==> src/verilog/chroni_pkg.sv <==
package chroni_pkg;

   // memories
   localparam int vram_aw     = 17;
   localparam int vram_bytes  = 1 << vram_aw;
   localparam int pal_entries = 256;
   localparam int vram_rd_lat = 2;   // address out to data valid

   // cpu register window at 0x9000
   localparam logic [11:0] reg_page      = 12'h900;
   localparam logic [3:0]  reg_dl_lo     = 4'h0;
   localparam logic [3:0]  reg_dl_hi     = 4'h1;
   localparam logic [3:0]  reg_charset   = 4'h2;
   localparam logic [3:0]  reg_pal_index = 4'h4;
   localparam logic [3:0]  reg_pal_data  = 4'h5;
   localparam logic [3:0]  reg_vaddr_lo  = 4'h6;
   localparam logic [3:0]  reg_vaddr_mid = 4'h7;
   localparam logic [3:0]  reg_vaddr_hi  = 4'h8;
   localparam logic [3:0]  reg_vdata     = 4'h9;

   // text geometry
   localparam int text_cols  = 80;
   localparam int char_lines = 8;
   localparam int col_w      = 7;
   localparam int pix_aw     = 10;

   // display list instructions
   localparam logic [3:0] dl_end     = 4'd1;
   localparam int         dl_lms_bit = 6;

   localparam logic [1:0] pal_idle  = 2'd0;
   localparam logic [1:0] pal_lo    = 2'd1;
   localparam logic [1:0] pal_hi    = 2'd2;
   localparam logic [1:0] pal_write = 2'd3;

   localparam logic [2:0] dl_idle = 3'd0;
   localparam logic [2:0] dl_read = 3'd1;
   localparam logic [2:0] dl_wait = 3'd2;
   localparam logic [2:0] dl_exec = 3'd3;
   localparam logic [2:0] dl_halt = 3'd4;   // end code seen, wait for next frame

   localparam logic [2:0] fd_idle  = 3'd0;
   localparam logic [2:0] fd_text  = 3'd1;
   localparam logic [2:0] fd_attr  = 3'd2;
   localparam logic [2:0] fd_prime = 3'd3;
   localparam logic [2:0] fd_fetch = 3'd4;
   localparam logic [2:0] fd_wait  = 3'd5;
   localparam logic [2:0] fd_emit  = 3'd6;
   localparam logic [2:0] fd_done  = 3'd7;

endpackage

==> src/verilog/chroni_palette.sv <==
`timescale 1ns/1ps

module chroni_palette
   import chroni_pkg::*;
(
   input  logic        sys_clk,
   input  logic        rst_n,
   input  logic        pal_index_wr,
   input  logic        pal_data_wr,
   input  logic [7:0]  pal_wr_byte,
   input  logic [7:0]  palette_rd_addr,
   output logic [15:0] palette_rd_data
);

   logic [1:0]  state;
   logic [7:0]  index;
   logic [15:0] entry;
   logic [15:0] mem [0:pal_entries-1];

   always_ff @(posedge sys_clk) begin
      if (!rst_n) begin
         state <= pal_idle;
      end else if (pal_index_wr) begin
         state <= pal_lo;
      end else begin
         case (state)
            pal_lo:    if (pal_data_wr) state <= pal_hi;
            pal_hi:    if (pal_data_wr) state <= pal_write;
            pal_write: state <= pal_data_wr ? pal_hi : pal_lo;   // next pair may follow at once
            default: ;
         endcase
      end
   end

   always_ff @(posedge sys_clk) begin
      if (pal_index_wr)
         index <= pal_wr_byte;
      else if (state == pal_write)
         index <= index + 1'b1;
      if (pal_data_wr && state != pal_hi)
         entry[7:0] <= pal_wr_byte;
      if (pal_data_wr && state == pal_hi)
         entry[15:8] <= pal_wr_byte;
      if (state == pal_write)
         mem[index] <= entry;
      palette_rd_data <= mem[palette_rd_addr];
   end

   // the index register must be written before any colour data
   assert property (@(posedge sys_clk) disable iff (!rst_n) pal_data_wr |-> state != pal_idle);

endmodule

==> config.mk <==
export PLATFORM = sky130hd
export DESIGN_NAME = chroni_palette
export DESIGN_NICKNAME = d
export VERILOG_FILES = /design/src/verilog/chroni_pkg.sv /design/src/verilog/chroni_palette.sv
export SDC_FILE = /design/constraint.sdc
export NUM_CORES = 2
export LEC_CHECK = 0
export ABC_CLOCK_PERIOD_IN_PS = 8200
export BUFFER_PORTS_ARGS = -buffer_cell sky130_fd_sc_hd__buf_4
export CORE_AREA = 2 2 570 572
export CTS_CLUSTER_SIZE = 8
export DETAILED_ROUTE_END_ITERATION = 10
export DIE_AREA = 0 0 572 574
export PLACE_DENSITY = 0.71
export SLEW_MARGIN = 10
export SYNTH_ARGS = -nofsm -noshare
export SYNTH_HDL_FRONTEND = slang
export SYNTH_SLANG_ARGS = --single-unit
export TNS_END_PERCENT = 20
==> constraint.sdc <==
create_clock -name sys_clk -period 8.2 [get_ports sys_clk]
set_input_delay 1.64 -clock sys_clk [delete_from_list [all_inputs] [get_ports sys_clk]]
set_output_delay 1.64 -clock sys_clk [all_outputs]
set_load 0.005 [all_outputs]
==> results.json <==
{
  "finalClockSkew_ns": 0.05465,
  "min_from": "entry[7]",
  "ys_ff_latch": 4138,
  "path_clk_slew_ns": 0.05,
  "die_h_um": 574,
  "layout-drive-gt1-share": 0.2337,
  "syn_inst": 7370,
  "dp_hpwl_mm": 240.4,
  "critPathRequiredTime_ns": 9.06,
  "slew_headroom": -0.07220,
  "place.port_buffers": 35,
  "drcViolationCount": 0,
  "yosysTopAreaCell": "edfxtp_1",
  "cts_tree": "built",
  "cts_max_level": 6,
  "vias": 81451,
  "tightestPinTransition_ns": 1.608,
  "cts-root-buf": "clkbuf_16",
  "max-cap-violations": 1,
  "gr-usage-all-layers": 0.2559,
  "clk_latency_ns": 1.04,
  "fin_crit_sh": 0.6871,
  "async_flop_share": 0,
  "outcome": "finished with violations",
  "via_per_inst": 6.570,
  "wl_per_cell_um": 34.17,
  "hold_path_class": "flop to flop",
  "grt_overflow_total": 0,
  "setup_violations": 0,
  "dr.pass1.iters": 8,
  "holdBufCountCts": 0,
  "hold-worst-slack_ns": 0.5796,
  "rr_startpoint": "index[4]",
  "powerDensity_nw_per_um2": 256.5,
  "start_util": 0.4972,
  "critPathLaunch": "palette_rd_addr[4]",
  "layout_common_cells": "edfxtp_1, mux4_2, clkbuf_16",
  "die_w_um": 572,
  "synthFlopType": "edfxtp_1",
  "p_leak_uw": 0.05825,
  "cts_made_buffers": 587,
  "synth_fp_nets": 7394,
  "postSynthAreaPerCell_um2": 21.77,
  "cts_buffer_depth": 4,
  "ys.warnings.count": 0,
  "grt_max_degree": 217,
  "ios": 36,
  "grt_pass1_vias": 81499,
  "drt-initial-drc-count": 12366,
  "core_um2": 322700,
  "place_congestion": 0.8650,
  "nets": 7957,
  "antenna_found_initial": 30,
  "cp.arrival_ns": 6.49,
  "worst_setup_path_end_kind": "flop",
  "start_kind": "input port",
  "syn-cell-area_um2": 160500,
  "path_class": "input port to flop",
  "final-hold-violation-count": 0,
  "ir_drop_uv": 232.8,
  "synth_top_area_frac": 0.7711,
  "crit_fanout": 34,
  "final_common_cell": "edfxtp_1",
  "synth-edff-count": 4120,
  "grt_pass1_wl_mm": 601.3,
  "fmax_ghz": 0.1775,
  "n_fill_cell": 22777,
  "dieArea_um2": 328300,
  "seq_area_frac_synth": 0.7733,
  "finalSetupTns_ns": 0,
  "wirelength_mm": 423.6,
  "syn_to_final_growth_pct": 13.72,
  "post_cts_buffers": 0,
  "synth_area_leaders": "edfxtp_1, mux4_2, mux2i_1",
  "cts-resized-gates": 0,
  "rsz0062_at_grt": "false",
  "failed_checks": "capacitance limit, slew limit",
  "slew_viol_final": 92,
  "std_cell_rows": 209,
  "synth_cell_types": 81,
  "min_period_ns": 5.635,
  "ant_nets": 0,
  "numClockSinks": 4138
}
## synth_stat cells (8+ instances only)
library cell,count
a2111oi_0,8
a211oi_1,8
a21oi_1,124
a221oi_1,42
a22o_1,37
a22oi_1,50
a31oi_1,8
and3_1,16
buf_1,19
buf_12,31
buf_2,82
buf_4,26
buf_6,42
buf_8,53
clkbuf_1,171
clkbuf_8,11
dfxtp_1,18
edfxtp_1,4120
mux2i_1,538
mux4_1,91
mux4_2,737
nand2_1,126
nand3_1,20
nand4_1,19
nor2_1,305
nor3_1,133
nor4_1,19
o21ai_0,51
o221ai_1,211
o22ai_1,132
## through the flow
step	worst slack, ns	instance area (um2)	power (uW)	utilization	instances
floorplan	4.154	160500	24870	-	7370
global placement	2.007	166100	25470	0.5148	11668
detailed placement	1.837	166200	25500	0.5149	11669
CTS	2.849	182400	46950	0.5652	12383
global route	2.625	182400	47900	0.5654	12389
finish	2.565	182500	46810	0.5655	12397
## critical path, cell delays in order
cell      delay [ns]
buf_6           0.41
buf_4           0.57
nor2_1          0.21
nand2_1         0.76
nor2_1          0.54
a221oi_1        0.58
o21ai_0         0.47
nor3_1          1.04
nor4b_2         0.12
## per-layer routing
layer	up-vias	wire (um)	share of wire	GRT usage
met2	5630	195700	0.46	0.3853
met1	42685	158600	0.37	0.3596
met4	26	16610	0.039	0.09600
li1	32277	-	-	-
met5	-	175	0.00041	0
met3	833	52520	0.12	0.07030
## flip-flops by register name, summed over array words and instances (netlist names)
| signal | count |
|---|---|
| state | 2 |
| entry | 16 |
| palette_rd_data | 16 |
| mem | 4096 |
| index | 8 |
## cell type report
type / instances / area, um2 / share of cell area
clock buffer: 662 / 15120 / 0.08286
timing repair buffer: 413 / 3508 / 0.01923
clock inverter: 52 / 1125 / 0.006165
sequential: 4138 / 124100 / 0.6800
inverter: 6 / 32.53 / 0.0001783
multi-input combinational: 2787 / 33160 / 0.1817
antenna: 14 / 35.03 / 0.0001920
tap: 4325 / 5411 / 0.02966
## final timing paths
path                              to  slack (ns)  depth (start not counted)
hold / removal           mem[254][7]        0.58                          0
setup reg to reg         mem[135][6]        4.64                          3
hold reg to reg          mem[254][7]        0.58                          0
setup / recovery  palette_rd_data[4]        2.57                          9
## kinds of logic (layout without fill, tap and decap cells)
group,after synthesis,count (layout),synth area share
buffers and inverters,445,1133,0.02125
muxes,1367,1367,0.1520
DFF,4138,4138,0.7733
adders and majority gates,4,4,0.0003119
and+or+nand+nor,692,692,0.02000
xor gates and xnor gates,6,6,0.0003275
AOI/OAI and AO/OA,718,718,0.03281
other,0,14,0
## where the power goes
part / internal (uW) / total (uW) / switching (uW)
logic: 659 / 1900 / 1240
clock network: 13000 / 21700 / 8690
registers: 23200 / 23300 / 53.7
total: 36800 / 46800 / 9990
Note: power is estimated with default switching activity, not from simulation.
