`config.mk`:
```
export PLATFORM = sky130hd
export DESIGN_NAME = chroni_dlist
export DESIGN_NICKNAME = d
export VERILOG_FILES = /design/src/verilog/chroni_pkg.sv /design/src/verilog/chroni_dlist.sv
export SDC_FILE = /design/constraint.sdc
export NUM_CORES = 1
export LEC_CHECK = 0
export ABC_AREA = 1
export BUFFER_PORTS_ARGS = -buffer_cell sky130_fd_sc_hd__buf_2
export CORE_MARGIN = 8
export CORE_UTILIZATION = 45
export CTS_CLUSTER_DIAMETER = 60
export CTS_CLUSTER_SIZE = 20
export DETAILED_ROUTE_END_ITERATION = 8
export HOLD_SLACK_MARGIN = 0.05
export PLACE_DENSITY = 0.66
export SLEW_MARGIN = 25
export SYNTH_ARGS = -nofsm -noshare
export SYNTH_HDL_FRONTEND = slang
export SYNTH_SLANG_ARGS = --single-unit
```
`constraint.sdc`:
```
create_clock -name sys_clk -period 2.3 [get_ports sys_clk]
set_input_delay 0.345 -clock sys_clk [delete_from_list [all_inputs] [get_ports sys_clk]]
set_output_delay 0.345 -clock sys_clk [all_outputs]
set_load 0.02 [all_outputs]
```
`src/verilog/chroni_pkg.sv`:
```
package chroni_pkg;

   // memories
   localparam int vram_aw     = 17;
   localparam int vram_bytes  = 1 << vram_aw;
   localparam int pal_entries = 256;
   localparam int vram_rd_lat = 2;   // address out to data valid

   // cpu register window at 0x9000
   localparam logic [11:0] reg_page      = 12'h900;
   localparam logic [3:0]  reg_dl_lo     = 4'h0;
   localparam logic [3:0]  reg_dl_hi     = 4'h1;
   localparam logic [3:0]  reg_charset   = 4'h2;
   localparam logic [3:0]  reg_pal_index = 4'h4;
   localparam logic [3:0]  reg_pal_data  = 4'h5;
   localparam logic [3:0]  reg_vaddr_lo  = 4'h6;
   localparam logic [3:0]  reg_vaddr_mid = 4'h7;
   localparam logic [3:0]  reg_vaddr_hi  = 4'h8;
   localparam logic [3:0]  reg_vdata     = 4'h9;

   // text geometry
   localparam int text_cols  = 80;
   localparam int char_lines = 8;
   localparam int col_w      = 7;
   localparam int pix_aw     = 10;

   // display list instructions
   localparam logic [3:0] dl_end     = 4'd1;
   localparam int         dl_lms_bit = 6;

   localparam logic [1:0] pal_idle  = 2'd0;
   localparam logic [1:0] pal_lo    = 2'd1;
   localparam logic [1:0] pal_hi    = 2'd2;
   localparam logic [1:0] pal_write = 2'd3;

   localparam logic [2:0] dl_idle = 3'd0;
   localparam logic [2:0] dl_read = 3'd1;
   localparam logic [2:0] dl_wait = 3'd2;
   localparam logic [2:0] dl_exec = 3'd3;
   localparam logic [2:0] dl_halt = 3'd4;   // end code seen, wait for next frame

   localparam logic [2:0] fd_idle  = 3'd0;
   localparam logic [2:0] fd_text  = 3'd1;
   localparam logic [2:0] fd_attr  = 3'd2;
   localparam logic [2:0] fd_prime = 3'd3;
   localparam logic [2:0] fd_fetch = 3'd4;
   localparam logic [2:0] fd_wait  = 3'd5;
   localparam logic [2:0] fd_emit  = 3'd6;
   localparam logic [2:0] fd_done  = 3'd7;

endpackage

```
`src/verilog/chroni_dlist.sv`:
```
`timescale 1ns/1ps

module chroni_dlist
   import chroni_pkg::*;
(
   input  logic               sys_clk,
   input  logic               rst_n,
   input  logic               frame_start,
   input  logic               line_start,
   input  logic [vram_aw-1:0] dl_addr,
   input  logic [7:0]         vram_rd_data,
   output logic [vram_aw-1:0] dl_rd_addr,
   output logic               dl_reading,
   output logic               render,
   output logic               lms_changed,
   output logic [vram_aw-1:0] text_base,
   output logic [vram_aw-1:0] attr_base,
   output logic               blank_line
);

   logic [2:0]         state;
   logic [vram_aw-1:0] dl_ptr;
   logic [1:0]         wait_cnt;
   logic [2:0]         part;        // 0 is the opcode, 1 to 6 are lms bytes
   logic [2:0]         scanlines;   // lines left in the current row
   logic               lms_pending;

   always_ff @(posedge sys_clk) begin
      render      <= 1'b0;
      lms_changed <= 1'b0;
      if (!rst_n || frame_start) begin
         state       <= dl_idle;
         dl_ptr      <= dl_addr;
         dl_reading  <= 1'b0;
         scanlines   <= '0;
         lms_pending <= 1'b0;
         blank_line  <= 1'b1;
      end else if (line_start) begin
         blank_line <= 1'b1;
         if (scanlines != 0) begin
            scanlines  <= scanlines - 1'b1;
            render     <= 1'b1;
            blank_line <= 1'b0;
         end else if (state != dl_halt) begin
            part  <= '0;
            state <= dl_read;
         end
      end else begin
         case (state)
            dl_read: begin
               dl_rd_addr <= dl_ptr;
               dl_ptr     <= dl_ptr + 1'b1;
               dl_reading <= 1'b1;
               wait_cnt   <= 2'(vram_rd_lat);
               state      <= dl_wait;
            end
            dl_wait: begin
               if (wait_cnt != 0) begin
                  wait_cnt <= wait_cnt - 1'b1;
               end else if (part == 0) begin
                  if (vram_rd_data[dl_lms_bit]) begin
                     part  <= 3'd1;
                     state <= dl_read;
                  end else if (vram_rd_data[3:0] == dl_end) begin
                     dl_reading <= 1'b0;
                     state      <= dl_halt;
                  end else begin
                     state <= dl_exec;
                  end
               end else begin
                  case (part)
                     3'd1: text_base[7:0]  <= vram_rd_data;
                     3'd2: text_base[15:8] <= vram_rd_data;
                     3'd3: text_base[16]   <= vram_rd_data[0];
                     3'd4: attr_base[7:0]  <= vram_rd_data;
                     3'd5: attr_base[15:8] <= vram_rd_data;
                     default: attr_base[16] <= vram_rd_data[0];
                  endcase
                  if (part == 3'd6) begin
                     lms_pending <= 1'b1;
                     state       <= dl_exec;
                  end else begin
                     part  <= part + 1'b1;
                     state <= dl_read;
                  end
               end
            end
            dl_exec: begin
               render      <= 1'b1;
               lms_changed <= lms_pending;
               lms_pending <= 1'b0;
               blank_line  <= 1'b0;
               scanlines   <= 3'(char_lines - 1);
               dl_reading  <= 1'b0;
               state       <= dl_idle;
            end
            default: ;
         endcase
      end
   end

   // the fetcher owns the vram read port once a line renders
   assert property (@(posedge sys_clk) disable iff (!rst_n) !(render && dl_reading));

endmodule

```
==> impl_results.md <==
- Worst Setup End Kind: flip-flop
- Ys async rst share: 0
- Startpoint class of the critical path: flip-flop
- Outcome: finished, final reports clean
- Slew @ Worst Pin: 0.366 ns
- First-pass GRT wire length: 12,800 µm
- WL final: 7790 µm
- Vias in the first global route: 2,643
- DRC Markers: 0
- Number of vias per cell: 4.81
- Total leakage power: 1.87 nW
- Simple-gate area share of the yosys netlist: 0.202
- Count of cells resized by post-cts repair: 0
- Global-route usage over all layers: 0.144
- Syn_area_per_cell: 10.8 µm²
- FF/Latch Area: 0.00241 mm²
- Post-route ant nets: 0
- Post-DP HPWL: 5810 µm
- Post-route setup slack: 0.614 ns
- Worst setup startpoint: part[0]
- Count leader, synth: nand2_1
- Yosys reg bits: 84
- Root Driver: clkbuf_8
- H-tree depth: 3
- CTS Hold Bufs: 0
- Multi-input gate area: 0.00107 mm²
- Cell area after synthesis: 0.00365 mm²
- HP Start: vram_rd_data[4]
- Die width: 106 µm
- Worst rel slew slack: 0.756
- Number of diodes: 0
- Max-slew violations: 0
- Max Freq: 593 MHz
- Area contributors post-synth: edfxtp_1 (60%), nand2_1 (10%), dfxtp_1 (6.0%), inv_1 (3.7%), nor2_1 (3.4%)
- # IOs: 84
- CTS buffer count: 9
- Post-synthesis xor/xnor area fraction: 0.0144
- Most used DFF post-synth: edfxtp_1
- Worst EP arrival: 1.72 ns
- Final Instance Area: 0.00446 mm²
- Register area share after synthesis: 0.662
- Clock Skew: 0.0135 ns
- Proportion of layout cells with a drive suffix above 1: 0.270
- Pin count of the biggest net entering global routing: 31
- CP max FO: 4
- Adder-cell share of the synthesized area: 0.0309
- Syn_nets: 377
- CTS max path bufs: 2
- Worst-path clk slew: 0.10 ns
- DR pass1 iterations: 4
- Total die area: 0.0112 mm²
- Worst r2r src: part[0]
- Synth cell count leaders: nand2_1 (100), edfxtp_1 (73), inv_1 (36)
- Synth unique cells: 29
- DP Worst Slack: 0.606 ns
- Antenna violations before repair: 0
- Sinks on Clock Net: 84
- Gp weighted congestion: 0.865
- Row count: 33
- Fill cells: 719
- Data required, critical path: 2.34 ns
- Number of port buffers: 83
- Post-synth EDFFs: 73
- Final-report setup violation count: 0
- Hold Crit Class: in2reg
- Post-synthesis mux area share: 0
- CTS tree: built
- Synth top area share: 0.601
- Vert. Die Dim: 106 µm
- Via count: 2,625
- Core area: 0.00805 mm²
- YS warnings: 0
- TNS Setup: 0 ns
- Cells after Synth: 339
- Hold Fails Final Rpt: 0
- Postcts setup bufs: 0
- Placed cell area: 0.00423 mm²
- Final worst path period share: 0.733
- Worst reg2reg setup slack: 0.61 ns
- RSZ-0062 raised after global routing: no
- Largest family of logic cells by synthesized area: simple AND/OR/NAND/NOR gates
- Min cycle time layout: 1.69 ns
- Area fraction in compound gates after synthesis: 0.0446
- Max VDD drop: 0.000366 V
- Nets: 474
- GRT overflow: 0
- Post-synth top area cell: edfxtp_1
- Setup CP Type: reg2reg
- Initial core utilization: 0.453
- Area grow syn2layout: 22.3%
- Pwr Total: 3.17 mW
- Max-Cap Viols: 0
- WL per Instance: 14.3 µm
- Cell area power density: 711 mW/mm²
- Initial DRC count: 126
- Worst-Skew Late Latency: 0.36 ns
- Hold slack: 0.200 ns
==> worst paths after layout <==
kind	to	depth (start not counted)
worst max-delay path	part[1]	7
worst min-delay path	text_base[12]	1
worst max register to register	part[1]	7
worst min register to register	blank_line	2
==> area by class of cell <==
type	count	share of cell area
tap	105	0.0295
inverter	37	0.0317
sequential	84	0.541
clock inverter	7	0.0233
timing repair buffer	91	0.107
clock buffer	9	0.0278
multi-input combinational	213	0.240
==> state kept, by name (all words and copies together) (netlist names) <==
name,cells
lms_pending,1
wait_cnt,2
attr_base,17
state,3
blank_line,1
text_base,17
dl_reading,1
scanlines,3
dl_ptr,17
lms_changed,1
dl_rd_addr,17
part,3
render,1
==> cells in the final DEF, fill, tap and decap left out, types with 3 or more instances in the layout <==
master	n
nand4_1	3
inv_1	36
xor2_1	4
nand2_1	100
nor3_1	3
inv_6	3
dfxtp_1	11
a21oi_1	10
buf_4	8
buf_2	83
ha_1	9
o21ai_0	12
nor2_1	33
edfxtp_1	73
nand3_1	19
clkbuf_8	9
==> where the power goes <==
group	total (mW)	internal, mW	leakage (nW)	switching (mW)
Clock	1.19	0.627	0.115	0.560
Combinational	0.235	0.0860	0.990	0.149
Sequential	1.75	1.71	0.769	0.0408
Total	3.17	2.42	1.87	0.749
==> cells by family after synthesis <==
| logic type | after synthesis |
|---|---|
| fa+ha+maj | 9 |
| simple gates | 170 |
| buf+inv | 42 |
| xor+xnor | 6 |
| flops | 84 |
| compound gates | 28 |
==> routing by layer <==
| layer | up-vias | track usage | wire length, µm |
|---|---|---|---|
| met3 | 15 | 0.0466 | 462 |
| met5 | - | 0 | 0 |
| li1 | 1326 | - | - |
| met4 | 0 | 0.0623 | 181 |
| met1 | 1223 | 0.170 | 3500 |
| met2 | 61 | 0.236 | 3650 |
==> critical path, cell delays in order, from the launching register on <==
cell and delay [ns]:
edfxtp_1 0.43, inv_1 0.09, ha_1 0.21, nand2_1 0.08, inv_1 0.04, nor2_1 0.12
o21ai_0 0.10, a21oi_1 0.29
==> through the flow <==
| step | cells | util |
|---|---|---|
| after floorplan | 339 | - |
| after global placement | 530 | 0.525 |
| after detailed placement | 530 | 0.525 |
| after CTS | 546 | 0.554 |
| after global routing | 546 | 0.554 |
| final | 546 | 0.554 |
Power figures use the tool's default switching activity.
