--- src/verilog/chroni_pkg.sv ---
package chroni_pkg;

   // memories
   localparam int vram_aw     = 17;
   localparam int vram_bytes  = 1 << vram_aw;
   localparam int pal_entries = 256;
   localparam int vram_rd_lat = 2;   // address out to data valid

   // cpu register window at 0x9000
   localparam logic [11:0] reg_page      = 12'h900;
   localparam logic [3:0]  reg_dl_lo     = 4'h0;
   localparam logic [3:0]  reg_dl_hi     = 4'h1;
   localparam logic [3:0]  reg_charset   = 4'h2;
   localparam logic [3:0]  reg_pal_index = 4'h4;
   localparam logic [3:0]  reg_pal_data  = 4'h5;
   localparam logic [3:0]  reg_vaddr_lo  = 4'h6;
   localparam logic [3:0]  reg_vaddr_mid = 4'h7;
   localparam logic [3:0]  reg_vaddr_hi  = 4'h8;
   localparam logic [3:0]  reg_vdata     = 4'h9;

   // text geometry
   localparam int text_cols  = 80;
   localparam int char_lines = 8;
   localparam int col_w      = 7;
   localparam int pix_aw     = 10;

   // display list instructions
   localparam logic [3:0] dl_end     = 4'd1;
   localparam int         dl_lms_bit = 6;

   localparam logic [1:0] pal_idle  = 2'd0;
   localparam logic [1:0] pal_lo    = 2'd1;
   localparam logic [1:0] pal_hi    = 2'd2;
   localparam logic [1:0] pal_write = 2'd3;

   localparam logic [2:0] dl_idle = 3'd0;
   localparam logic [2:0] dl_read = 3'd1;
   localparam logic [2:0] dl_wait = 3'd2;
   localparam logic [2:0] dl_exec = 3'd3;
   localparam logic [2:0] dl_halt = 3'd4;   // end code seen, wait for next frame

   localparam logic [2:0] fd_idle  = 3'd0;
   localparam logic [2:0] fd_text  = 3'd1;
   localparam logic [2:0] fd_attr  = 3'd2;
   localparam logic [2:0] fd_prime = 3'd3;
   localparam logic [2:0] fd_fetch = 3'd4;
   localparam logic [2:0] fd_wait  = 3'd5;
   localparam logic [2:0] fd_emit  = 3'd6;
   localparam logic [2:0] fd_done  = 3'd7;

endpackage

--- src/verilog/chroni_regs.sv ---
`timescale 1ns/1ps

module chroni_regs
   import chroni_pkg::*;
(
   input  logic               sys_clk,
   input  logic               rst_n,
   input  logic [15:0]        cpu_addr,
   input  logic [7:0]         cpu_wr_data,
   input  logic               cpu_wr_en,
   output logic [vram_aw-1:0] dl_addr,
   output logic [7:0]         charset_base,
   output logic               pal_index_wr,
   output logic               pal_data_wr,
   output logic [7:0]         pal_wr_byte,
   output logic               vram_wr_en,
   output logic [vram_aw-1:0] vram_wr_addr,
   output logic [7:0]         vram_wr_data
);

   logic               reg_wr;
   logic [3:0]         offset;
   logic [vram_aw-2:0] dl_word;     // display list sits on an even address
   logic [vram_aw-1:0] port_addr;

   assign reg_wr = cpu_wr_en && cpu_addr[15:4] == reg_page;
   assign offset = cpu_addr[3:0];
   assign dl_addr = {dl_word, 1'b0};

   // palette writes go straight through to the loader
   assign pal_index_wr = reg_wr && offset == reg_pal_index;
   assign pal_data_wr  = reg_wr && offset == reg_pal_data;
   assign pal_wr_byte  = cpu_wr_data;

   always_ff @(posedge sys_clk) begin
      vram_wr_en <= 1'b0;
      if (!rst_n) begin
         dl_word      <= '0;
         charset_base <= '0;
         port_addr    <= '0;
      end else if (reg_wr) begin
         case (offset)
            reg_dl_lo:     dl_word[7:0]    <= cpu_wr_data;
            reg_dl_hi:     dl_word[15:8]   <= cpu_wr_data;
            reg_charset:   charset_base    <= cpu_wr_data;
            reg_vaddr_lo:  port_addr[7:0]  <= cpu_wr_data;
            reg_vaddr_mid: port_addr[15:8] <= cpu_wr_data;
            reg_vaddr_hi:  port_addr[16]   <= cpu_wr_data[0];
            reg_vdata: begin
               vram_wr_en <= 1'b1;
               port_addr  <= port_addr + 1'b1;   // auto increment
            end
            default: ;
         endcase
      end
   end

   always_ff @(posedge sys_clk) begin
      if (reg_wr && offset == reg_vdata) begin
         vram_wr_addr <= port_addr;
         vram_wr_data <= cpu_wr_data;
      end
   end

endmodule

--- config.mk ---
export PLATFORM = sky130hd
export DESIGN_NAME = chroni_regs
export DESIGN_NICKNAME = d
export VERILOG_FILES = /design/src/verilog/chroni_pkg.sv /design/src/verilog/chroni_regs.sv
export SDC_FILE = /design/constraint.sdc
export NUM_CORES = 1
export LEC_CHECK = 0
export BUFFER_PORTS_ARGS = -buffer_cell sky130_fd_sc_hd__buf_2
export CAP_MARGIN = 15
export CORE_MARGIN = 3
export CORE_UTILIZATION = 35
export CTS_CLUSTER_SIZE = 30
export DETAILED_ROUTE_END_ITERATION = 16
export SLEW_MARGIN = 15
export SYNTH_ARGS = -nofsm -noshare
export SYNTH_HDL_FRONTEND = slang
export SYNTH_SLANG_ARGS = --single-unit
--- constraint.sdc ---
create_clock -name sys_clk -period 2.5 [get_ports sys_clk]
set_clock_uncertainty 0.15 [all_clocks]
set_input_delay 0.25 -clock sys_clk [delete_from_list [all_inputs] [get_ports sys_clk]]
set_output_delay 0.25 -clock sys_clk [all_outputs]
set_load 0.03 [all_outputs]
==> results of run 1 <==
registers in the layout (all words and copies together) (netlist names):
register      flops
charset_base      8
dl_word          16
port_addr        17
vram_wr_addr     17
vram_wr_data      8
vram_wr_en        1
cell type report:
type                            count  share of cell area [%]
Sequential cell                    67                    42.1
Multi-Input combinational cell    188                    34.6
Timing Repair Buffer              100                    14.5
Clock buffer                       11                    4.04
Tap cell                          105                    3.48
Clock inverter                      5                   0.894
Inverter                            3                   0.298
timing repair:
item | in CTS | in global routing
hold buffers | 5 | 0
endpoints found under the hold margin | 5 | 0
setup buffers | 0 | 0
through the flow:
stage               hold slack (ps)  util [%]
global placement                299      42.2
CTS                            15.0      45.1
floorplan                       199         -
global route                   24.8      45.1
detailed placement              305      42.2
finish                         29.6      45.1
logic make-up after synthesis:
logic type               Yosys count
AND/OR/NAND/NOR                  104
flip-flops                        67
AO/OA/AOI/OAI                     58
buffers and inverters             34
multiplexers                      24
adder cells (fa/ha/maj)            1
other                              1
worst max path at each step:
stage                            endpoint
final                       port_addr[10]
after global routing        port_addr[14]
after global placement        dl_word[15]
after detailed placement      dl_word[15]
after floorplan           vram_wr_addr[0]
after CTS                    pal_index_wr
metal layers:
metal / vias to the layer above / share of wire, % / GRT usage [%]
met5: - / 0 / 0
met3: 11 / 6.7 / 3.47
met2: 92 / 48 / 24.9
met1: 1237 / 44 / 20.5
met4: 0 / 1.6 / 5.88
li1: 1245 / - / -
critical path: stages, from the launching register on:
cell and delay [ps]:
dfxtp_1 420, ha_1 290, and3_1 200, buf_4 170
a41oi_1 110, o311ai_0 310, o41ai_1 120
power groups by stage:
stage	logic [mW]	registers [mW]	clock network (mW)
6_report	0.135	1.12	0.846
5_1_grt	0.148	1.12	0.907
4_1_cts	0.136	1.12	0.860
3_5_place_dp	0.130	1.15	0
3_3_place_gp	0.128	1.15	0
2_1_floorplan	0.0842	1.15	0
cell usage after synthesis (5+ instances only):
cell type / number
and4_1: 5
buf_2: 13
buf_4: 11
clkbuf_1: 6
dfxtp_1: 42
edfxtp_1: 25
mux2i_1: 24
nand2_1: 50
nor2_1: 10
nor3_1: 5
o311ai_0: 7
o31ai_1: 7
==> run metrics, run 1 <==
mux cell area share after synthesis 7.77%; VDD IR max 0.325 mV; cell accounting for the most synthesized area dfxtp_1; WP data required 2570 ps; number of filler cells placed in the layout 823; Detailed Route WL 7.69 mm; antenna violations before repair 0; CTS clock-pin slew for the worst setup and hold paths 70 ps; relative slew slack 64.3%; Reg2Reg Depth 6; Yosys top cell area share 27.2%; CP max FO 8; PD cells 557 mW/mm^2; Overall Power 2.11 mW; Sw Share 24.3%; DR iter-0 viols 131; Synth Area in Compound Gates 15.2%; Period Utilization, post-route 76.4%; final instance area 0.00378 mm^2; Post-DRT Antenna Nets 0; Clock power frac 40.2%; Total Neg Setup Slack 0 ps; number of max-cap violations 0; Post-synth EDFFs 25; hold violation count in the final report 0; Worst Hold Path Cells 1; dpl ws 486 ps; post-synth cell types 55; Final Non-Filler Cells 479; CTS Sinks 67; Worst-Skew Late Latency 340 ps; Post-synth ARST share 0%; register area 0.00159 mm^2; r2r startpoint port_addr[0]; # nets final 397; Pint 1.59 mW; commonest non-fill, non-tap cell in the layout buf_2; first-pass GRT wire length 12.3 mm; Net Sw Power 0.511 mW; Mapped Area 0.00309 mm^2; RSZ-0062 raised after global routing no; drt pass-1 iters 4; TritonCTS buffer count 9; chip height 100 um; Synth Register Bits 67; initial core utilization 36.9%; endpoints failing setup 0; global placement routability congestion 0.803; Mapped Cells 289; Bufs on Longest Clock Path 2; hpwl dp 5.37 mm; floorplan row count 33; Worst Tran Pin Value 533 ps; Synth Net Count 317; layout cells sized above 1 32.9%; CTS tree built; adder-cell share of the synthesized area 0.405%; Worst setup startpoint port_addr[0]; Final Slew Violations 0; most frequent cells in the layout buf_2, nand2_1, dfxtp_1, edfxtp_1, mux2i_1; Area Overhead vs Synth 22.2%; XOR/XNOR share of the synthesized area 0%; hold path endpoint vram_wr_data[2]; Inserted Diodes 0; setup ws final 590 ps; vias in the first global route 2407; Core ar. 0.00838 mm^2; num ports 88; sequential share of power 53.4%; largest net degree at the start of global routing 52; Die X 100 um; worst reg-to-reg setup slack 590 ps; Cell Area, Placed 0.00354 mm^2; LEAKAGE 1.62 nW; status finished clean; placed insts 458; combinational power share 6.4%; I/O Buffers 86; Synth area leaders dfxtp_1, edfxtp_1, mux2i_1; Worst Hold Class in -> reg; area occupied by multi-input gates 0.00131 mm^2; largest family of logic cells by synthesized area simple AND/OR/NAND/NOR gates; Via density 5.40; GRT Total Usage 15.5%; register area share after synthesis 51.5%; number of synthesis warnings 0; crit path kind reg -> reg; Avg WL per Cell 16.1 um; Post-route DRC 0; grt ovf 0; PostCTS Resize Cnt 0; critical path startpoint category flop; H-tree levels 3; Synth Area in Simple Gates 18.7%; Mapped Avg Cell Area 10.7 um^2; Most used DFF post-synth dfxtp_1; Max Freq 523 MHz; worst r2r dst port_addr[10]; Die ar. 0.00999 mm^2; fin crit period 1910 ps; CTS root buf clkbuf_8; crit path DAT 1980 ps; detailed-route via count 2585; crit path capture type flop; HP Start cpu_wr_data[2]
Note: power is estimated with default switching activity, not from simulation.
==> run 2: changes to the inputs <==
--- a/config.mk
+++ b/config.mk
@@ -5,6 +5,7 @@
 export SDC_FILE = /design/constraint.sdc
 export NUM_CORES = 1
 export LEC_CHECK = 0
+export ABC_AREA = 1
 export BUFFER_PORTS_ARGS = -buffer_cell sky130_fd_sc_hd__buf_2
 export CAP_MARGIN = 15
 export CORE_MARGIN = 3
==> constraint.sdc (replaced) <==
create_clock -name sys_clk -period 1.92 [get_ports sys_clk]
set_clock_uncertainty 0.15 [all_clocks]
set_input_delay 0.192 -clock sys_clk [delete_from_list [all_inputs] [get_ports sys_clk]]
set_output_delay 0.192 -clock sys_clk [all_outputs]
set_load 0.03 [all_outputs]
==> run 2 against run 1 <==
  * Global-route usage is 0.26 points lower
  * Clock power increased by 19%
  * Combinational power rose by 23%
  * Flip-flop and latch count is the same
  * Largest cell class unchanged
  * Synthesized cell count rose by 57%
  * Non-clock buffer count fell by 2
  * Cell count is 41% higher
  * Die area increased by 8.0%
==> run metrics, run 2 <==
post-synth cell types 27; status finished clean; floorplan row count 35; drt pass-1 iters 4; hold violation count in the final report 0; final instance area 0.00408 mm^2; GR Layer Usage met1 18.6%; CP Cell Sequence ha_1 -> nand3_1 -> nor2_1 -> nand4_1 -> nand2_1 -> nand2_1 -> a21oi_1; Post-DRT Antenna Nets 0; first-pass GRT wire length 13.5 mm; met3 Track Usage GR 5.96%; Die X 104 um; Worst-Skew Late Latency 340 ps; Post-route DRC 0; chip height 104 um; cell accounting for the most synthesized area dfxtp_1; CTS root buf clkbuf_8; vias in the first global route 2873; Detailed Route WL 8.14 mm; CP max stage delay 420 ps; num ports 88; I/O Buffers 86; hpwl dp 6.02 mm; number of filler cells placed in the layout 988; GRT Total Usage 15.3%; Max Freq 586 MHz; crit path kind reg -> reg; endpoints failing setup 0; top-count cell post-synth nand2_1; register area 0.00159 mm^2; Mapped Avg Cell Area 7.40 um^2; H-tree levels 3; Total Neg Setup Slack 0 ps; most frequent cells in the layout nand2_1, buf_2, nor2_1, inv_1, dfxtp_1; number of max-cap violations 0; DR iter-0 viols 124; # nets final 571; grt ovf 0; Post-synth EDFFs 25; crit path capture type flop; number of synthesis warnings 0; Inserted Diodes 0; Bufs on Longest Clock Path 2; Synth top cells by count nand2_1, nor2_1, inv_1; layout cells sized above 1 22.3%; Cell Area, Placed 0.00383 mm^2; Post-synth ARST share 0%; area occupied by multi-input gates 0.00139 mm^2; Mapped Area 0.00335 mm^2; crit path DAT 1830 ps; largest delay contributor family on the critical path simple AND/OR/NAND/NOR gates; Via density 4.52; WP data required 2040 ps; critical path startpoint category flop; TritonCTS buffer count 9; Top Registers port_addr (17), vram_wr_addr (17), dl_word (16); PostCTS Resize Cnt 0; Synth Register Bits 67; register area share after synthesis 47.5%; Final Slew Violations 0; detailed-route via count 3059; Synth Net Count 481; Avg WL per Cell 12.0 um; most frequent CP cell nand2_1; Core ar. 0.00928 mm^2; largest net degree at the start of global routing 26; Worst Hold Class in -> reg; CTS tree built; Setup Fix Bufs, Post-CTS 0; Synth area leaders dfxtp_1, edfxtp_1, nand2_1; PD cells 648 mW/mm^2; CTS clock-pin slew for the worst setup and hold paths 70 ps; LEAKAGE 1.95 nW; CP bufs+invs 0; Most used DFF post-synth dfxtp_1; Area Overhead vs Synth 21.6%; Crit-path slowest cell dfxtp_1; global placement routability congestion 0.832; GRT Max-Usage Layer met2; Die ar. 0.0108 mm^2; CP max FO 6; commonest non-fill, non-tap cell in the layout nand2_1; fin crit period 1710 ps; Period Utilization, post-route 88.9%; Yosys top cell area share 25.1%; initial core utilization 36.1%; CTS Sinks 67; Overall Power 2.64 mW; RSZ-0062 raised after global routing no; VDD IR max 0.286 mV; Mapped Cells 453; GR Util met2 25.2%; antenna violations before repair 0
[run 2: final timing paths]
kind / startpoint / to / slack (ps) / depth (start not counted)
hold reg to reg: port_addr[15] / vram_wr_addr[15] / 330 / 0
setup reg to reg: port_addr[0] / port_addr[14] / 210 / 7
setup / recovery: port_addr[0] / port_addr[14] / 210 / 7
hold / removal: rst_n / port_addr[8] / 50 / 3
[run 2: kinds of logic (layout without fill, tap and decap cells)]
logic type               after synthesis  after routing  share of synthesized area, %
adder cells (fa/ha/maj)                1              1                         0.373
AND/OR/NAND/NOR                      279            279                          36.0
AO/OA/AOI/OAI                         26             26                          4.03
other                                  1              1                         0.112
XOR/XNOR                               3              3                         0.784
flip-flops                            67             67                          47.5
buffers and inverters                 76            171                          11.2
[run 2: cell type report]
type	instances	share of cell area, %
flip-flops and latches	67	39.0
clock inverters	3	0.368
inverters	57	5.25
multi-input cells	310	34.2
well taps	129	3.96
repair buffers	98	13.6
clock buffers	13	3.65
[run 2: metrics by stage]
stage	utilization, %	instances	hold WS [ps]	setup slack (ps)
2_1_floorplan	-	453	141	180
3_3_place_gp	41.3	653	309	256
3_5_place_dp	41.3	653	314	211
4_1_cts	43.9	677	30.8	210
5_1_grt	43.9	677	37.0	26.7
6_report	43.9	677	53.4	213
[run 2: worst min-delay path, delay by kind of cell]
kind	cells	cell delay [ps]
AND/OR/NAND/NOR	1	90
AO/OA/AOI/OAI	1	30
buffers and inverters	1	180
[run 2: timing repair]
action                                  4_1_cts  5_1_grt
endpoints found under the setup margin        0        0
hold buffers                                  8        0
hold endpoints to repair                      8        0
[run 2: routing by layer]
| layer | vias up | wire length, um |
|---|---|---|
| met4 | 0 | 131 |
| met5 | - | 0 |
| met3 | 15 | 593 |
| li1 | 1575 | - |
| met1 | 1368 | 3680 |
| met2 | 101 | 3730 |
[run 2: report_power, final]
group | leakage [nW] | switching [mW] | total [mW] | internal, mW
Clock | 0.0872 | 0.513 | 1.01 | 0.499
Combinational | 1.32 | 0.113 | 0.166 | 0.0537
Sequential | 0.548 | 0.0000174 | 1.46 | 1.46
==> run 3: changes to the inputs <==
--- a/config.mk
+++ b/config.mk
@@ -6,12 +6,12 @@
 export NUM_CORES = 1
 export LEC_CHECK = 0
 export ABC_AREA = 1
-export BUFFER_PORTS_ARGS = -buffer_cell sky130_fd_sc_hd__buf_2
 export CAP_MARGIN = 15
 export CORE_MARGIN = 3
 export CORE_UTILIZATION = 35
 export CTS_CLUSTER_SIZE = 30
 export DETAILED_ROUTE_END_ITERATION = 16
+export DONT_BUFFER_PORTS = 1
 export SLEW_MARGIN = 15
 export SYNTH_ARGS = -nofsm -noshare
 export SYNTH_HDL_FRONTEND = slang
==> run 3 against run 2 <==
  * Utilization decreased by 3.8 points
  * Largest cell class unchanged
  * Sequential power about the same
  * Worst hold slack lost 24 ps
  * Flip-flop and latch count stayed put
==> run metrics, run 3 (synthesized netlist as in run 2, its figures left out) <==
TritonCTS buffer count 9; setup ws final 266 ps; chip height 104 um; Worst-Skew Late Latency 340 ps; dpl ws 287 ps; critical path startpoint category flop; Total Neg Setup Slack 0 ps; initial core utilization 36.1%; Worst Hold Class in -> reg; Final Slew Violations 0; CP max FO 6; I/O Buffers 0; commonest non-fill, non-tap cell in the layout nand2_1; first-pass GRT wire length 13.3 mm; layout cells sized above 1 7.89%; CTS root buf clkbuf_8; Die X 104 um; Bufs on Longest Clock Path 2; fin crit period 1650 ps; WP data required 2000 ps; # nets final 492; endpoints failing setup 0; drt pass-1 iters 4; DR iter-0 viols 129; Avg WL per Cell 13.5 um; CTS Sinks 67; WHS 29.1 ps; status finished clean; Inserted Diodes 0; Post-DRT Antenna Nets 0; Max Freq 605 MHz; hold violation count in the final report 0; RSZ-0062 raised after global routing no; CTS clock-pin slew for the worst setup and hold paths 70 ps; fin util 40.1%; Top Registers port_addr (17), vram_wr_addr (17), dl_word (16); crit path kind reg -> reg; Reg2Reg Depth 8; largest net degree at the start of global routing 35; global placement routability congestion 0.789; Period Utilization, post-route 86.2%; GRT Total Usage 15.4%; Core ar. 0.00928 mm^2; num ports 88; floorplan row count 35; detailed-route via count 2732; PostCTS Resize Cnt 0; Via density 4.57; hold_buf cts 15; number of max-cap violations 0; Detailed Route WL 8.09 mm; Setup Fix Bufs, Post-CTS 0; grt ovf 0; PD cells 692 mW/mm^2; LEAKAGE 1.61 nW; Worst Hold Path Cells 3; vias in the first global route 2646; crit path capture type flop; most frequent cells in the layout nand2_1, nor2_1, inv_1, dfxtp_1, edfxtp_1; antenna violations before repair 0; Post-route DRC 0; Overall Power 2.58 mW; CTS tree built; Die ar. 0.0108 mm^2; H-tree levels 3; Area Overhead vs Synth 11.1%; hpwl dp 5.61 mm; VDD IR max 0.412 mV; crit path DAT 1740 ps
==> run 3: cell count changes in the layout (fill, tap and decap cells not counted) <==
cell / before / now
buf_2: 86 / 0
dlygate4sd3_1: 8 / 14
buf_12: 1 / 2
==> run 3: power by group <==
part           total, mW  internal, mW  switching [mW]
registers           1.46          1.46       0.0000491
clock network      0.999         0.499           0.501
logic              0.116        0.0396          0.0760
==> run 3: stage by stage <==
step           std cells  cell area (um^2)
2_1_floorplan        453              3360
3_3_place_gp         567              3400
3_5_place_dp         567              3400
4_1_cts              598              3730
5_1_grt              598              3730
6_report             598              3730
==> run 3: critical path: stages (launching register included) <==
cell	delay, ps
dfxtp_1	420
ha_1	220
nand3_1	200
inv_1	100
nand2_1	100
o21ai_0	180
nand2_1	70
nand2_1	60
a21oi_1	60
==> run 3: metal layers <==
layer	track usage, %	vias to the layer above	wire length (um)
met5	0	-	0
met4	3.99	0	88
met3	7.76	11	671
met2	24.5	85	3730
met1	18.6	1221	3600
li1	-	1415	-
==> run 3: path summary, 6_finish.rpt <==
path / startpoint / to / slack (ps)
worst min-delay path: cpu_addr[2] / vram_wr_en / 30
worst max register to register: port_addr[0] / port_addr[10] / 270
worst max-delay path: port_addr[0] / port_addr[10] / 270
worst min register to register: port_addr[15] / vram_wr_addr[15] / 350
==> run 3: cell type report <==
class                           instances  area [um^2]
Fill cell                             950         5560
Sequential cell                        67         1590
Multi-Input combinational cell        310         1390
Inverter                               57          214
Timing Repair Buffer                   19          203
Tap cell                              129          161
Clock buffer                           13          149
Clock inverter                          3         15.0
