`src/verilog/chroni_pkg.sv`:
```
package chroni_pkg;

   // memories
   localparam int vram_aw     = 17;
   localparam int vram_bytes  = 1 << vram_aw;
   localparam int pal_entries = 256;
   localparam int vram_rd_lat = 2;   // address out to data valid

   // cpu register window at 0x9000
   localparam logic [11:0] reg_page      = 12'h900;
   localparam logic [3:0]  reg_dl_lo     = 4'h0;
   localparam logic [3:0]  reg_dl_hi     = 4'h1;
   localparam logic [3:0]  reg_charset   = 4'h2;
   localparam logic [3:0]  reg_pal_index = 4'h4;
   localparam logic [3:0]  reg_pal_data  = 4'h5;
   localparam logic [3:0]  reg_vaddr_lo  = 4'h6;
   localparam logic [3:0]  reg_vaddr_mid = 4'h7;
   localparam logic [3:0]  reg_vaddr_hi  = 4'h8;
   localparam logic [3:0]  reg_vdata     = 4'h9;

   // text geometry
   localparam int text_cols  = 80;
   localparam int char_lines = 8;
   localparam int col_w      = 7;
   localparam int pix_aw     = 10;

   // display list instructions
   localparam logic [3:0] dl_end     = 4'd1;
   localparam int         dl_lms_bit = 6;

   localparam logic [1:0] pal_idle  = 2'd0;
   localparam logic [1:0] pal_lo    = 2'd1;
   localparam logic [1:0] pal_hi    = 2'd2;
   localparam logic [1:0] pal_write = 2'd3;

   localparam logic [2:0] dl_idle = 3'd0;
   localparam logic [2:0] dl_read = 3'd1;
   localparam logic [2:0] dl_wait = 3'd2;
   localparam logic [2:0] dl_exec = 3'd3;
   localparam logic [2:0] dl_halt = 3'd4;   // end code seen, wait for next frame

   localparam logic [2:0] fd_idle  = 3'd0;
   localparam logic [2:0] fd_text  = 3'd1;
   localparam logic [2:0] fd_attr  = 3'd2;
   localparam logic [2:0] fd_prime = 3'd3;
   localparam logic [2:0] fd_fetch = 3'd4;
   localparam logic [2:0] fd_wait  = 3'd5;
   localparam logic [2:0] fd_emit  = 3'd6;
   localparam logic [2:0] fd_done  = 3'd7;

endpackage

```
`src/verilog/chroni_spram.sv`:
```
`timescale 1ns/1ps

module chroni_spram
   import chroni_pkg::*;
(
   input  logic             sys_clk,
   input  logic [col_w-1:0] addr,
   input  logic             wr_en,
   input  logic [7:0]       wr_data,
   output logic [7:0]       rd_data
);

   logic [7:0] mem [0:text_cols-1];

   always_ff @(posedge sys_clk) begin
      if (wr_en)
         mem[addr] <= wr_data;
      rd_data <= mem[addr];
   end

endmodule

```
`src/verilog/chroni_text_fetch.sv`:
```
`timescale 1ns/1ps

module chroni_text_fetch
   import chroni_pkg::*;
(
   input  logic               sys_clk,
   input  logic               rst_n,
   input  logic               frame_start,
   input  logic               render,
   input  logic               lms_changed,
   input  logic [vram_aw-1:0] text_base,
   input  logic [vram_aw-1:0] attr_base,
   input  logic [7:0]         charset_base,
   input  logic [7:0]         vram_rd_data,
   output logic [vram_aw-1:0] fetch_rd_addr,
   output logic               pix_wr_en,
   output logic [pix_aw-1:0]  pix_addr,
   output logic [7:0]         pix_data,
   output logic [3:0]         pix_fg,
   output logic [3:0]         pix_bg
);

   logic [2:0]         state;
   logic [2:0]         font_line;
   logic [vram_aw-1:0] row_text;
   logic [vram_aw-1:0] row_attr;
   logic [vram_aw-1:0] rd_ptr;
   logic [1:0]         wait_cnt;
   logic [col_w-1:0]   col;         // buffer index for both fill and draw
   logic [7:0]         code;
   logic [7:0]         attr;
   logic [6:0]         font_hi;
   logic               text_we;
   logic               attr_we;

   assign text_we = state == fd_text && wait_cnt == 0;
   assign attr_we = state == fd_attr && wait_cnt == 0;
   assign font_hi = charset_base[6:0] + 7'(code[7]);   // upper 128 codes use next charset

   chroni_spram text_buf (
      .sys_clk (sys_clk),
      .addr    (col),
      .wr_en   (text_we),
      .wr_data (vram_rd_data),
      .rd_data (code)
   );

   chroni_spram attr_buf (
      .sys_clk (sys_clk),
      .addr    (col),
      .wr_en   (attr_we),
      .wr_data (vram_rd_data),
      .rd_data (attr)
   );

   always_ff @(posedge sys_clk) begin
      pix_wr_en <= 1'b0;
      if (!rst_n || frame_start) begin
         state     <= fd_idle;
         font_line <= '0;
      end else begin
         case (state)
            fd_idle: if (render) begin
               col      <= '0;
               wait_cnt <= 2'(vram_rd_lat + 1);
               if (lms_changed) begin
                  row_text <= text_base;
                  row_attr <= attr_base;
                  rd_ptr   <= text_base;
               end else begin
                  rd_ptr <= row_text;
               end
               state <= (font_line == 0) ? fd_text : fd_prime;
            end
            fd_text, fd_attr: begin
               // one address per cycle, data lands vram_rd_lat+1 cycles later
               fetch_rd_addr <= rd_ptr;
               rd_ptr        <= rd_ptr + 1'b1;
               if (wait_cnt != 0) begin
                  wait_cnt <= wait_cnt - 1'b1;
               end else if (col == col_w'(text_cols - 1)) begin
                  col      <= '0;
                  wait_cnt <= 2'(vram_rd_lat + 1);
                  rd_ptr   <= row_attr;
                  state    <= (state == fd_text) ? fd_attr : fd_prime;
               end else begin
                  col <= col + 1'b1;
               end
            end
            fd_prime: state <= fd_fetch;   // buffer read in flight
            fd_fetch: begin
               fetch_rd_addr <= {font_hi, code[6:0], font_line};
               wait_cnt      <= 2'(vram_rd_lat);
               state         <= fd_wait;
            end
            fd_wait: begin
               if (wait_cnt != 0)
                  wait_cnt <= wait_cnt - 1'b1;
               else
                  state <= fd_emit;
            end
            fd_emit: begin
               pix_wr_en <= 1'b1;
               pix_addr  <= {col, 3'b000};
               pix_data  <= vram_rd_data;
               pix_fg    <= attr[3:0];
               pix_bg    <= attr[7:4];
               state     <= fd_done;
            end
            default: begin
               if (col == col_w'(text_cols - 1)) begin
                  font_line <= font_line + 1'b1;
                  if (font_line == 3'(char_lines - 1)) begin
                     row_text <= row_text + vram_aw'(text_cols);
                     row_attr <= row_attr + vram_aw'(text_cols);
                  end
                  state <= fd_idle;
               end else begin
                  col   <= col + 1'b1;
                  state <= fd_prime;
               end
            end
         endcase
      end
   end

   // line spacing from the display list must cover a whole row fetch
   assert property (@(posedge sys_clk) disable iff (!rst_n) render |-> state == fd_idle);
   assert property (@(posedge sys_clk) disable iff (!rst_n)
      pix_wr_en |-> pix_addr < pix_aw'(text_cols * 8));

endmodule

```
`config.mk`:
```
export PLATFORM = sky130hd
export DESIGN_NAME = chroni_text_fetch
export DESIGN_NICKNAME = d
export VERILOG_FILES = /design/src/verilog/chroni_pkg.sv /design/src/verilog/chroni_spram.sv /design/src/verilog/chroni_text_fetch.sv
export SDC_FILE = /design/constraint.sdc
export NUM_CORES = 1
export LEC_CHECK = 0
export BUFFER_PORTS_ARGS = -buffer_cell sky130_fd_sc_hd__buf_4
export CAP_MARGIN = 0
export CORE_UTILIZATION = 45
export DETAILED_ROUTE_END_ITERATION = 16
export HOLD_SLACK_MARGIN = 0.08
export SETUP_SLACK_MARGIN = 0.2
export SLEW_MARGIN = 20
export SYNTH_ARGS = -nofsm -noshare
export SYNTH_HDL_FRONTEND = slang
export SYNTH_SLANG_ARGS = --single-unit
export TNS_END_PERCENT = 100
```
`constraint.sdc`:
```
create_clock -name sys_clk -period 8.5 [get_ports sys_clk]
set_input_delay 0 -clock sys_clk [delete_from_list [all_inputs] [get_ports sys_clk]]
set_output_delay 0 -clock sys_clk [all_outputs]
set_load 0.02 [all_outputs]
```
==> results list, run 1 <==
- The flow ran to the end, and the final reports show no timing, DRC or antenna violations.
- Gr usage total: 24.1%
- Final critical delay including setup and external delays: 4.35 ns
- Clock skew on the completed layout was measured at 0.0306 ns.
- Once the floorplan was initialized, standard cells occupied 45.5% of the core.
- Clock-pin slew on the worst setup and hold paths: 0.06 ns
* Crit share post-route: 51.2%
- Summing all non-filler instances in the final layout gives an area of 63200 um^2.
- After the first detailed-routing iteration, the DRC count stood at 3652.
* Setup repair after global routing missed its margin: no
- Yosys warning count: 0
* Top FF cell, synth: edfxtp_1
* Overall overflow remaining after global route: 0
* Critical path required time: 9.21 ns
- Critical path data arrival time: 5.06 ns
- Top cells by area, synth: edfxtp_1, mux4_2, mux2i_1
- In this run the clock root is driven by a clkbuf_16.
- Hold Fails Final Rpt: 0
- On the worst path, the slowest cell contributes a delay of 0.70 ns.
- Placement-stage cell area: 58000 um^2
* Accumulated negative setup slack: 0 ns
- Clock latency of the later-clocked register in the worst-skew pair: 0.77 ns
* Overall routed net length: 151 mm
* Worst-case hold slack: 0.136 ns
* Die H: 354 um
- Dividing the synthesized area by the synthesized cell count gives 17.2 um^2.
* Wire length of the first global-routing pass: 220 mm
- STA classifies the critical path endpoint as a flop.
- Routability congestion estimate from global placement: 0.851
- Using the TritonRoute via totals, the vias-per-cell ratio works out to 6.16.
- The longest clock path from root to sink contains 3 buffers.
- The worst setup path is launched from a flop.
- Leakage Power: 0.0201 uW
* Fraction of the yosys area taken by sequential cells: 75.2%
* Number of gates resized after CTS: 0
- For this run, design rule violations remaining after detail routing come to 0.
- Share of final-layout standard cells stronger than drive strength 1: 15.8%
* Max frequency: 230 MHz
- Place WS: 4.12 ns
* Average detailed-routed wire length per instance: 29.4 um
- Area overhead of the layout relative to synthesis: 13.4%
- Number of enable-type register cells in the synthesized netlist: 1380
* Initial antenna violation count: 3
- The core region is 122000 um^2.
- Buffers placed on the I/O ports in this run total 94.
- Slew at the pin with the worst max-slew slack: 1.15 ns
- Area share of the largest cell type after synthesis: 74.4%
- Count of state elements after synthesis: 1403
* Total via count after detailed routing: 31700
* Path class of the lowest-slack min-delay path: input port to flop
- Headroom to the max-slew limit came out at 23.1%.
- Die area: 125000 um^2
* Chip width: 354 um
* Number of violations of the max-capacitance limit: 0
- Final Max Tran Viols: 0
- Total number of H-tree levels: 4
* Worst path setup slack after routing: 4.15 ns
- Setup violations remaining at the end of the flow were counted as 0.
- The number of global-route vias before repair came to 31500.
- After floorplanning, the core was divided into 128 placement rows.
- Top-level I/O count: 99
* Cell-by-cell listing of the critical path: buf_12 -> buf_4 -> buf_4 -> and2_2 -> buf_4 -> a22oi_1 -> nand4_1 -> o31ai_1 -> o31ai_1 -> a211o_1
- For flop-to-flop paths, the worst setup slack is 4.15 ns.
* DPL Wire Length: 87.3 mm
- CP Max Fanout: 91
* Combined area of all synthesized cells: 55700 um^2
- Number of sinks handled by clock tree synthesis: 1403
- The netlist uses 68 different library cells.
- The critical path in this run is classified as flop to flop.
- Number of standard cells after synthesis: 3243
- Buf+Inv Stages, Crit Path: 4
- Entering global routing, the biggest net connects 105 pins.
- Fraction of synthesis flops using an asynchronous set or reset pin: 0%
- Nets: 3473
- Slowest cell on crit path: buf_4
* Number of buffers inserted during clock tree synthesis: 143
- Max VDD drop: 0.226 mV
- The repair_antennas step left the layout with diodes totalling 0.
- Cell type group with the largest total delay on the critical path: buffers and inverters
* Cell type contributing the most total cell area after synthesis: edfxtp_1
- TritonCTS built the clock tree.
- Post-detailed-route count of antenna-violating nets: 0
* Power per standard cell area: 224 nW/um^2
- For this run, the detailed router's first-pass iteration total came to 6.
- Counting stages on the worst path, the most repeated cell is buf_4.
==> final cells by class <==
class / instances / area [um^2]
repair buffers: 239 / 2060
multi-input cells: 1609 / 12700
clock inverters: 68 / 588
fillers: 9771 / 59200
flip-flops and latches: 1403 / 41900
clock buffers: 191 / 3840
well taps: 1625 / 2030
inverters: 12 / 47.5
==> through the flow <==
step / instances / utilization (%) / power [uW]
2_1_floorplan: 3245 / - / 8020
3_3_place_gp: 4809 / 47.4 / 8260
3_5_place_dp: 4809 / 47.4 / 8280
4_1_cts: 5147 / 51.6 / 14200
5_1_grt: 5147 / 51.6 / 14500
6_report: 5147 / 51.6 / 14200
==> registers in the layout (all words and copies together) (netlist names) <==
name and count:
rd_ptr 17, pix_bg 4, fetch_rd_addr 17, pix_addr 7, text_buf.rd_data 8, font_line 3
wait_cnt 2, text_buf.mem 640, attr_buf.mem 640, col 7, state 3, pix_fg 4
row_text 17, row_attr 17, pix_data 8, attr_buf.rd_data 8, pix_wr_en 1
==> cells in the mapped netlist (5+ instances only) <==
cell type / n
o221ai_1: 41
inv_1: 10
a21oi_1: 89
nor2_1: 302
xnor2_1: 20
a22oi_1: 72
buf_2: 60
xor2_1: 21
clkbuf_1: 91
nand3_1: 45
buf_1: 20
and3_1: 10
a22o_1: 13
nand4_1: 13
nand2_1: 131
nand2b_1: 12
or2_2: 5
o21ai_0: 81
o221a_2: 5
mux4_2: 111
a211oi_1: 15
o211ai_1: 24
nor3_1: 12
a311oi_1: 7
a221o_1: 8
a221oi_1: 150
and2_1: 11
ha_1: 10
mux2_2: 58
nor2b_1: 14
o22ai_1: 30
buf_6: 16
dfxtp_1: 23
edfxtp_1: 1380
a31oi_1: 19
mux2i_1: 215
buf_4: 34
a2111oi_0: 6
==> worst reg2reg max path, cell delays in order (launching register included) <==
cell and delay (ns):
edfxtp_1 0.37, buf_12 0.46, buf_4 0.64, buf_4 0.49
and2_2 0.24, buf_4 0.70, a22oi_1 0.17, nand4_1 0.19
o31ai_1 0.13, o31ai_1 0.69, a211o_1 0.22
==> layer usage <==
metal | global-route usage [%] | wire [um]
met1 | 33.1 | 61100
met2 | 38.6 | 72700
met3 | 4.17 | 12600
met4 | 8.62 | 4930
met5 | 0 | 0
==> timing repair <==
| action | in CTS | in global routing |
|---|---|---|
| hold endpoints to repair | 689 | 0 |
| hold buffers | 79 | 0 |
| setup buffers | 0 | 0 |
==> path summary, 6_finish.rpt <==
check,start,end,depth (start not counted)
setup / recovery,col[2]$_DFFE_PP_,attr_buf.rd_data[4]$_DFF_P_,10
hold / removal,text_base[8],row_text[8]$_DFFE_PP_,4
setup reg to reg,col[2]$_DFFE_PP_,attr_buf.rd_data[4]$_DFF_P_,10
hold reg to reg,attr_buf.rd_data[1]$_DFF_P_,pix_fg[1]$_DFFE_PP_,0
==> power by group <==
group          switching (uW)  internal [uW]  leakage, uW
logic                     366            170      0.00538
registers                16.0           7620       0.0126
clock network            2610           3400      0.00216
total                    2990          11200       0.0201
==> logic make-up (layout without fill, tap and decap cells) <==
logic type                 Yosys count  count (layout)  share of synthesized area [%]
adders and majority gates           11              11                          0.243
DFF                               1403            1403                           75.2
AOI/OAI and AO/OA                  595             595                           7.77
and+or+nand+nor                    575             575                           4.45
xor gates and xnor gates            41              41                          0.645
buffers and inverters              233             510                           2.15
other                                1               3                        0.00673
muxes                              384             384                           9.52
==> placed cells by master (no fill, tap or decap), types with 15 or more instances in the layout <==
cell type	netlist	routed
edfxtp_1	1380	1380
clkinv_1	2	29
mux2_2	58	58
clkbuf_1	91	42
xnor2_1	20	20
a22oi_1	72	72
nand3_1	45	45
dfxtp_1	23	23
nand2_1	131	131
mux2i_1	215	215
buf_4	34	154
xor2_1	21	21
o21ai_0	81	81
a211oi_1	15	15
clkinv_2	0	20
clkbuf_16	0	145
a21oi_1	89	88
a221oi_1	150	150
nor2_1	302	298
mux4_2	111	111
o221ai_1	41	41
o22ai_1	30	30
o211ai_1	24	24
dlygate4sd3_1	0	79
a31oi_1	19	19
No activity file was read; power rests on OpenSTA's default activity.
==> run 2, diff against run 1 <==
- clock period: 8.5 -> 3.8 ns (I/O delays scaled with it)
==> run 2 against run 1 <==
Non-clock buffer count rose by 275. Hold slack got worse by 0.0051 ns. Fmax is 27% higher. Setup slack lost 3.8 ns. Critical path type unchanged. Highest routed layer unchanged. Utilization up 2.3 points. Combinational power increased by 140%. First-iteration DRC count down 0.63%.
==> results list, run 2 (same netlist as run 1, synthesis figures left out) <==
- The total count of hold-check failures in the final report came to 0 (unchanged).
- The area of the core region was 122000 um^2 (unchanged).
- The hold buffer count at cts is 76 (-3.8%).
- The iteration count of the initial detailed-routing pass was 5 (-1).
- The starting utilization of the core area came to 45.5% (unchanged).
- Count of antenna diodes in the layout: 0 (unchanged)
- Critical path required time: 4.50 ns (-4.71 ns)
* Die area: 125000 um^2 (unchanged)
- Number of buffers inserted during clock tree synthesis: 145 (+1.4%)
- The first-pass GRT wire length was 226 mm (+3.0%).
- The detailed router's first-iteration violation count is 3629 (-0.63%).
- Setup repair after global routing missed its margin: no
* Pin count of the biggest net entering global routing: 99 (-5.7%)
* Post-detailed-route count of antenna-violating nets: 0 (unchanged)
- The post-detailed-route via-to-cell ratio is 6.05 (-1.7%).
- Most frequent cells in the layout: edfxtp_1, buf_4, nor2_1
- The die width came to 354 um (unchanged).
* Gr usage total: 24.7% (+0.68 points)
- Buffers on Ports: 94 (unchanged)
- The largest fanout on the critical path was 28 (-69%).
* Cell count of the worst hold path: 3 (-1)
- Overall overflow remaining after global route: 0 (unchanged)
- The number of remaining DRC errors came to 0 (unchanged).
- Clock tree root driver cell: clkbuf_16
- Utilization after layout: 53.9% (+2.3 points)
- Top-level I/O count: 99 (unchanged)
* Start of the worst register-to-register path: col[3]$_DFFE_PP_
- Average detailed-routed wire length per instance: 28.7 um (-2.5%)
- The number of cells on the worst reg-to-reg path came to 10 (unchanged).
- Post-CTS Setup Repair Bufs: 0 (unchanged)
* Nets: 3750 (+8.0%)
- The slew of the pin with the lowest slew margin was 1.15 ns (-0.000933 ns).
- The final HPWL from detailed placement is 96.8 mm (+11%).
- The worst register-to-register path ends at state[0]$_SDFFE_PN0P_.
* Number of setup violations in the final report: 0 (unchanged)
* Overall power consumption: 32800 uW (+130%)
- CP startpoint kind: flop
- The power per cell area came to 497 nW/um^2 (+120%).
* Clock latency of the later-clocked register in the worst-skew pair: 0.76 ns (about the same)
* Share of final-layout standard cells stronger than drive strength 1: 22.6% (+6.8 points)
* Max Clock Skew: 0.0342 ns (+0.00356 ns)
- Final Cell Area: 66000 um^2 (+4.4%)
- The clock-pin slew reported for the worst setup and hold paths after clock tree synthesis came to 0.06 ns (about the same).
* Classification of the worst setup path: flop to flop
- The number of antenna violations at the first check in global routing is 0 (-3).
- Maximum buffer depth of the clock tree: 3 (unchanged)
- The number of max-slew violations in the final report is 0 (unchanged).
- The setup slack on the worst flop-to-flop path came to 0.38 ns (-3.77 ns).
- Type of element capturing the critical path: flop
* Area overhead of the layout relative to synthesis: 18.4%
* Leakage Power: 0.0219 uW (+8.6%)
- Result of the run: complete, no violations
* Crit share post-route: 90.1% (+39 points)
- The number of sinks on the clock net was 1403 (unchanged).
- The shortest period the worst path allows was 3.42 ns (-0.930 ns).
* Critical path data arrival time: 4.12 ns (-0.94 ns)
- The maximum clock frequency is 292 MHz (+27%).
* Accumulated negative setup slack: 0 ns (unchanged)
* Number of violations of the max-capacitance limit: 0 (unchanged)
* Number of placement rows: 128 (unchanged)
* Critical hold path startpoint: attr_base[1]
- Headroom to the max-slew limit: 23.4% (+0.26 points)
- The number of levels in the clock H-tree was 4 (unchanged).
- The largest registers in the layout are attr_buf.mem (640), text_buf.mem (640).
- Worst-case hold slack: 0.131 ns (-0.00512 ns)
- The path with the worst hold slack has its endpoint at row_attr[1]$_DFFE_PP_.
- The final weighted congestion of routability-driven global placement was 0.897 (+5.3%).
* Number of gates resized after CTS: 0 (unchanged)
- Overall routed net length: 156 mm (+2.8%)
- TritonCTS built the clock tree.
* Max VDD drop: 0.345 mV (+53%)
- Leaving out fill and tap cells, the most frequent cell in the layout is edfxtp_1.
* Placement-stage cell area: 60300 um^2 (+4.1%)
* Die H: 354 um (unchanged)
- The number of global-route vias before repair came to 33000 (+4.7%).
- Path class of the lowest-slack min-delay path: input port to flop
- Total via count after detailed routing: 32800 (+3.6%)
run 2: cell count changes in the layout (fill, tap and decap cells not counted), sizes merged:
cell and delta:
clkbuf -16, inv -4, clkinv +10, dlygate4sd3 -3, clkinvlp +4, bufinv +11
buf +278
run 2: worst max-delay path, stage by stage (launching register included):
cell and delay [ns]:
edfxtp_1 0.72, buf_4 0.46, nand4bb_1 0.16, buf_4 0.25, nor2_1 0.37, nand2_1 0.12, buf_4 0.24, nand2_1 0.10
o21ai_0 0.10, a211oi_1 0.26, dlygate4sd3_1 0.57
run 2: worst max path at each step:
stage	startpoint	slack, ns	end	cells past startpoint
after floorplan	state[1]$_SDFFE_PN0P_	0.78	pix_addr[3]$_DFFE_PP_	4
after global placement	col[0]$_DFFE_PP_	0.40	attr_buf.rd_data[3]$_DFF_P_	8
after detailed placement	col[0]$_DFFE_PP_	0.53	attr_buf.rd_data[3]$_DFF_P_	8
after CTS	col[3]$_DFFE_PP_	0.46	state[0]$_SDFFE_PN0P_	10
after global routing	col[3]$_DFFE_PP_	0.32	state[0]$_SDFFE_PN0P_	10
final	col[3]$_DFFE_PP_	0.38	state[0]$_SDFFE_PN0P_	10
run 2: through the flow:
step,cells,setup WS [ns]
final,5427,0.375
after global routing,5427,0.322
after CTS,5427,0.463
after detailed placement,5087,0.528
after global placement,5087,0.397
after floorplan,3245,0.775
run 2: final cells by class:
| class | count | area, um^2 |
|---|---|---|
| clock inverter | 89 | 1060 |
| inverter | 12 | 47.5 |
| sequential | 1403 | 41900 |
| timing repair buffer | 514 | 4400 |
| fill | 9557 | 56400 |
| tap | 1625 | 2030 |
| clock buffer | 175 | 3790 |
| multi-input combinational | 1609 | 12700 |
run 2: report_power, final:
group	switching [uW]	leakage, uW	internal, uW	total, uW
Sequential	41.0	0.0126	17000	17100
Clock	6040	0.00236	8410	14400
Combinational	831	0.00692	429	1260
run 2: per-layer routing:
| layer | GRT usage (%) | part of all wire (%) | vias up |
|---|---|---|---|
| met5 | 0 | 0 | - |
| met3 | 4.34 | 8.5 | 321 |
| met1 | 34.1 | 40 | 16800 |
| met4 | 8.57 | 3.4 | 0 |
| li1 | - | - | 14000 |
| met2 | 39.8 | 48 | 1693 |
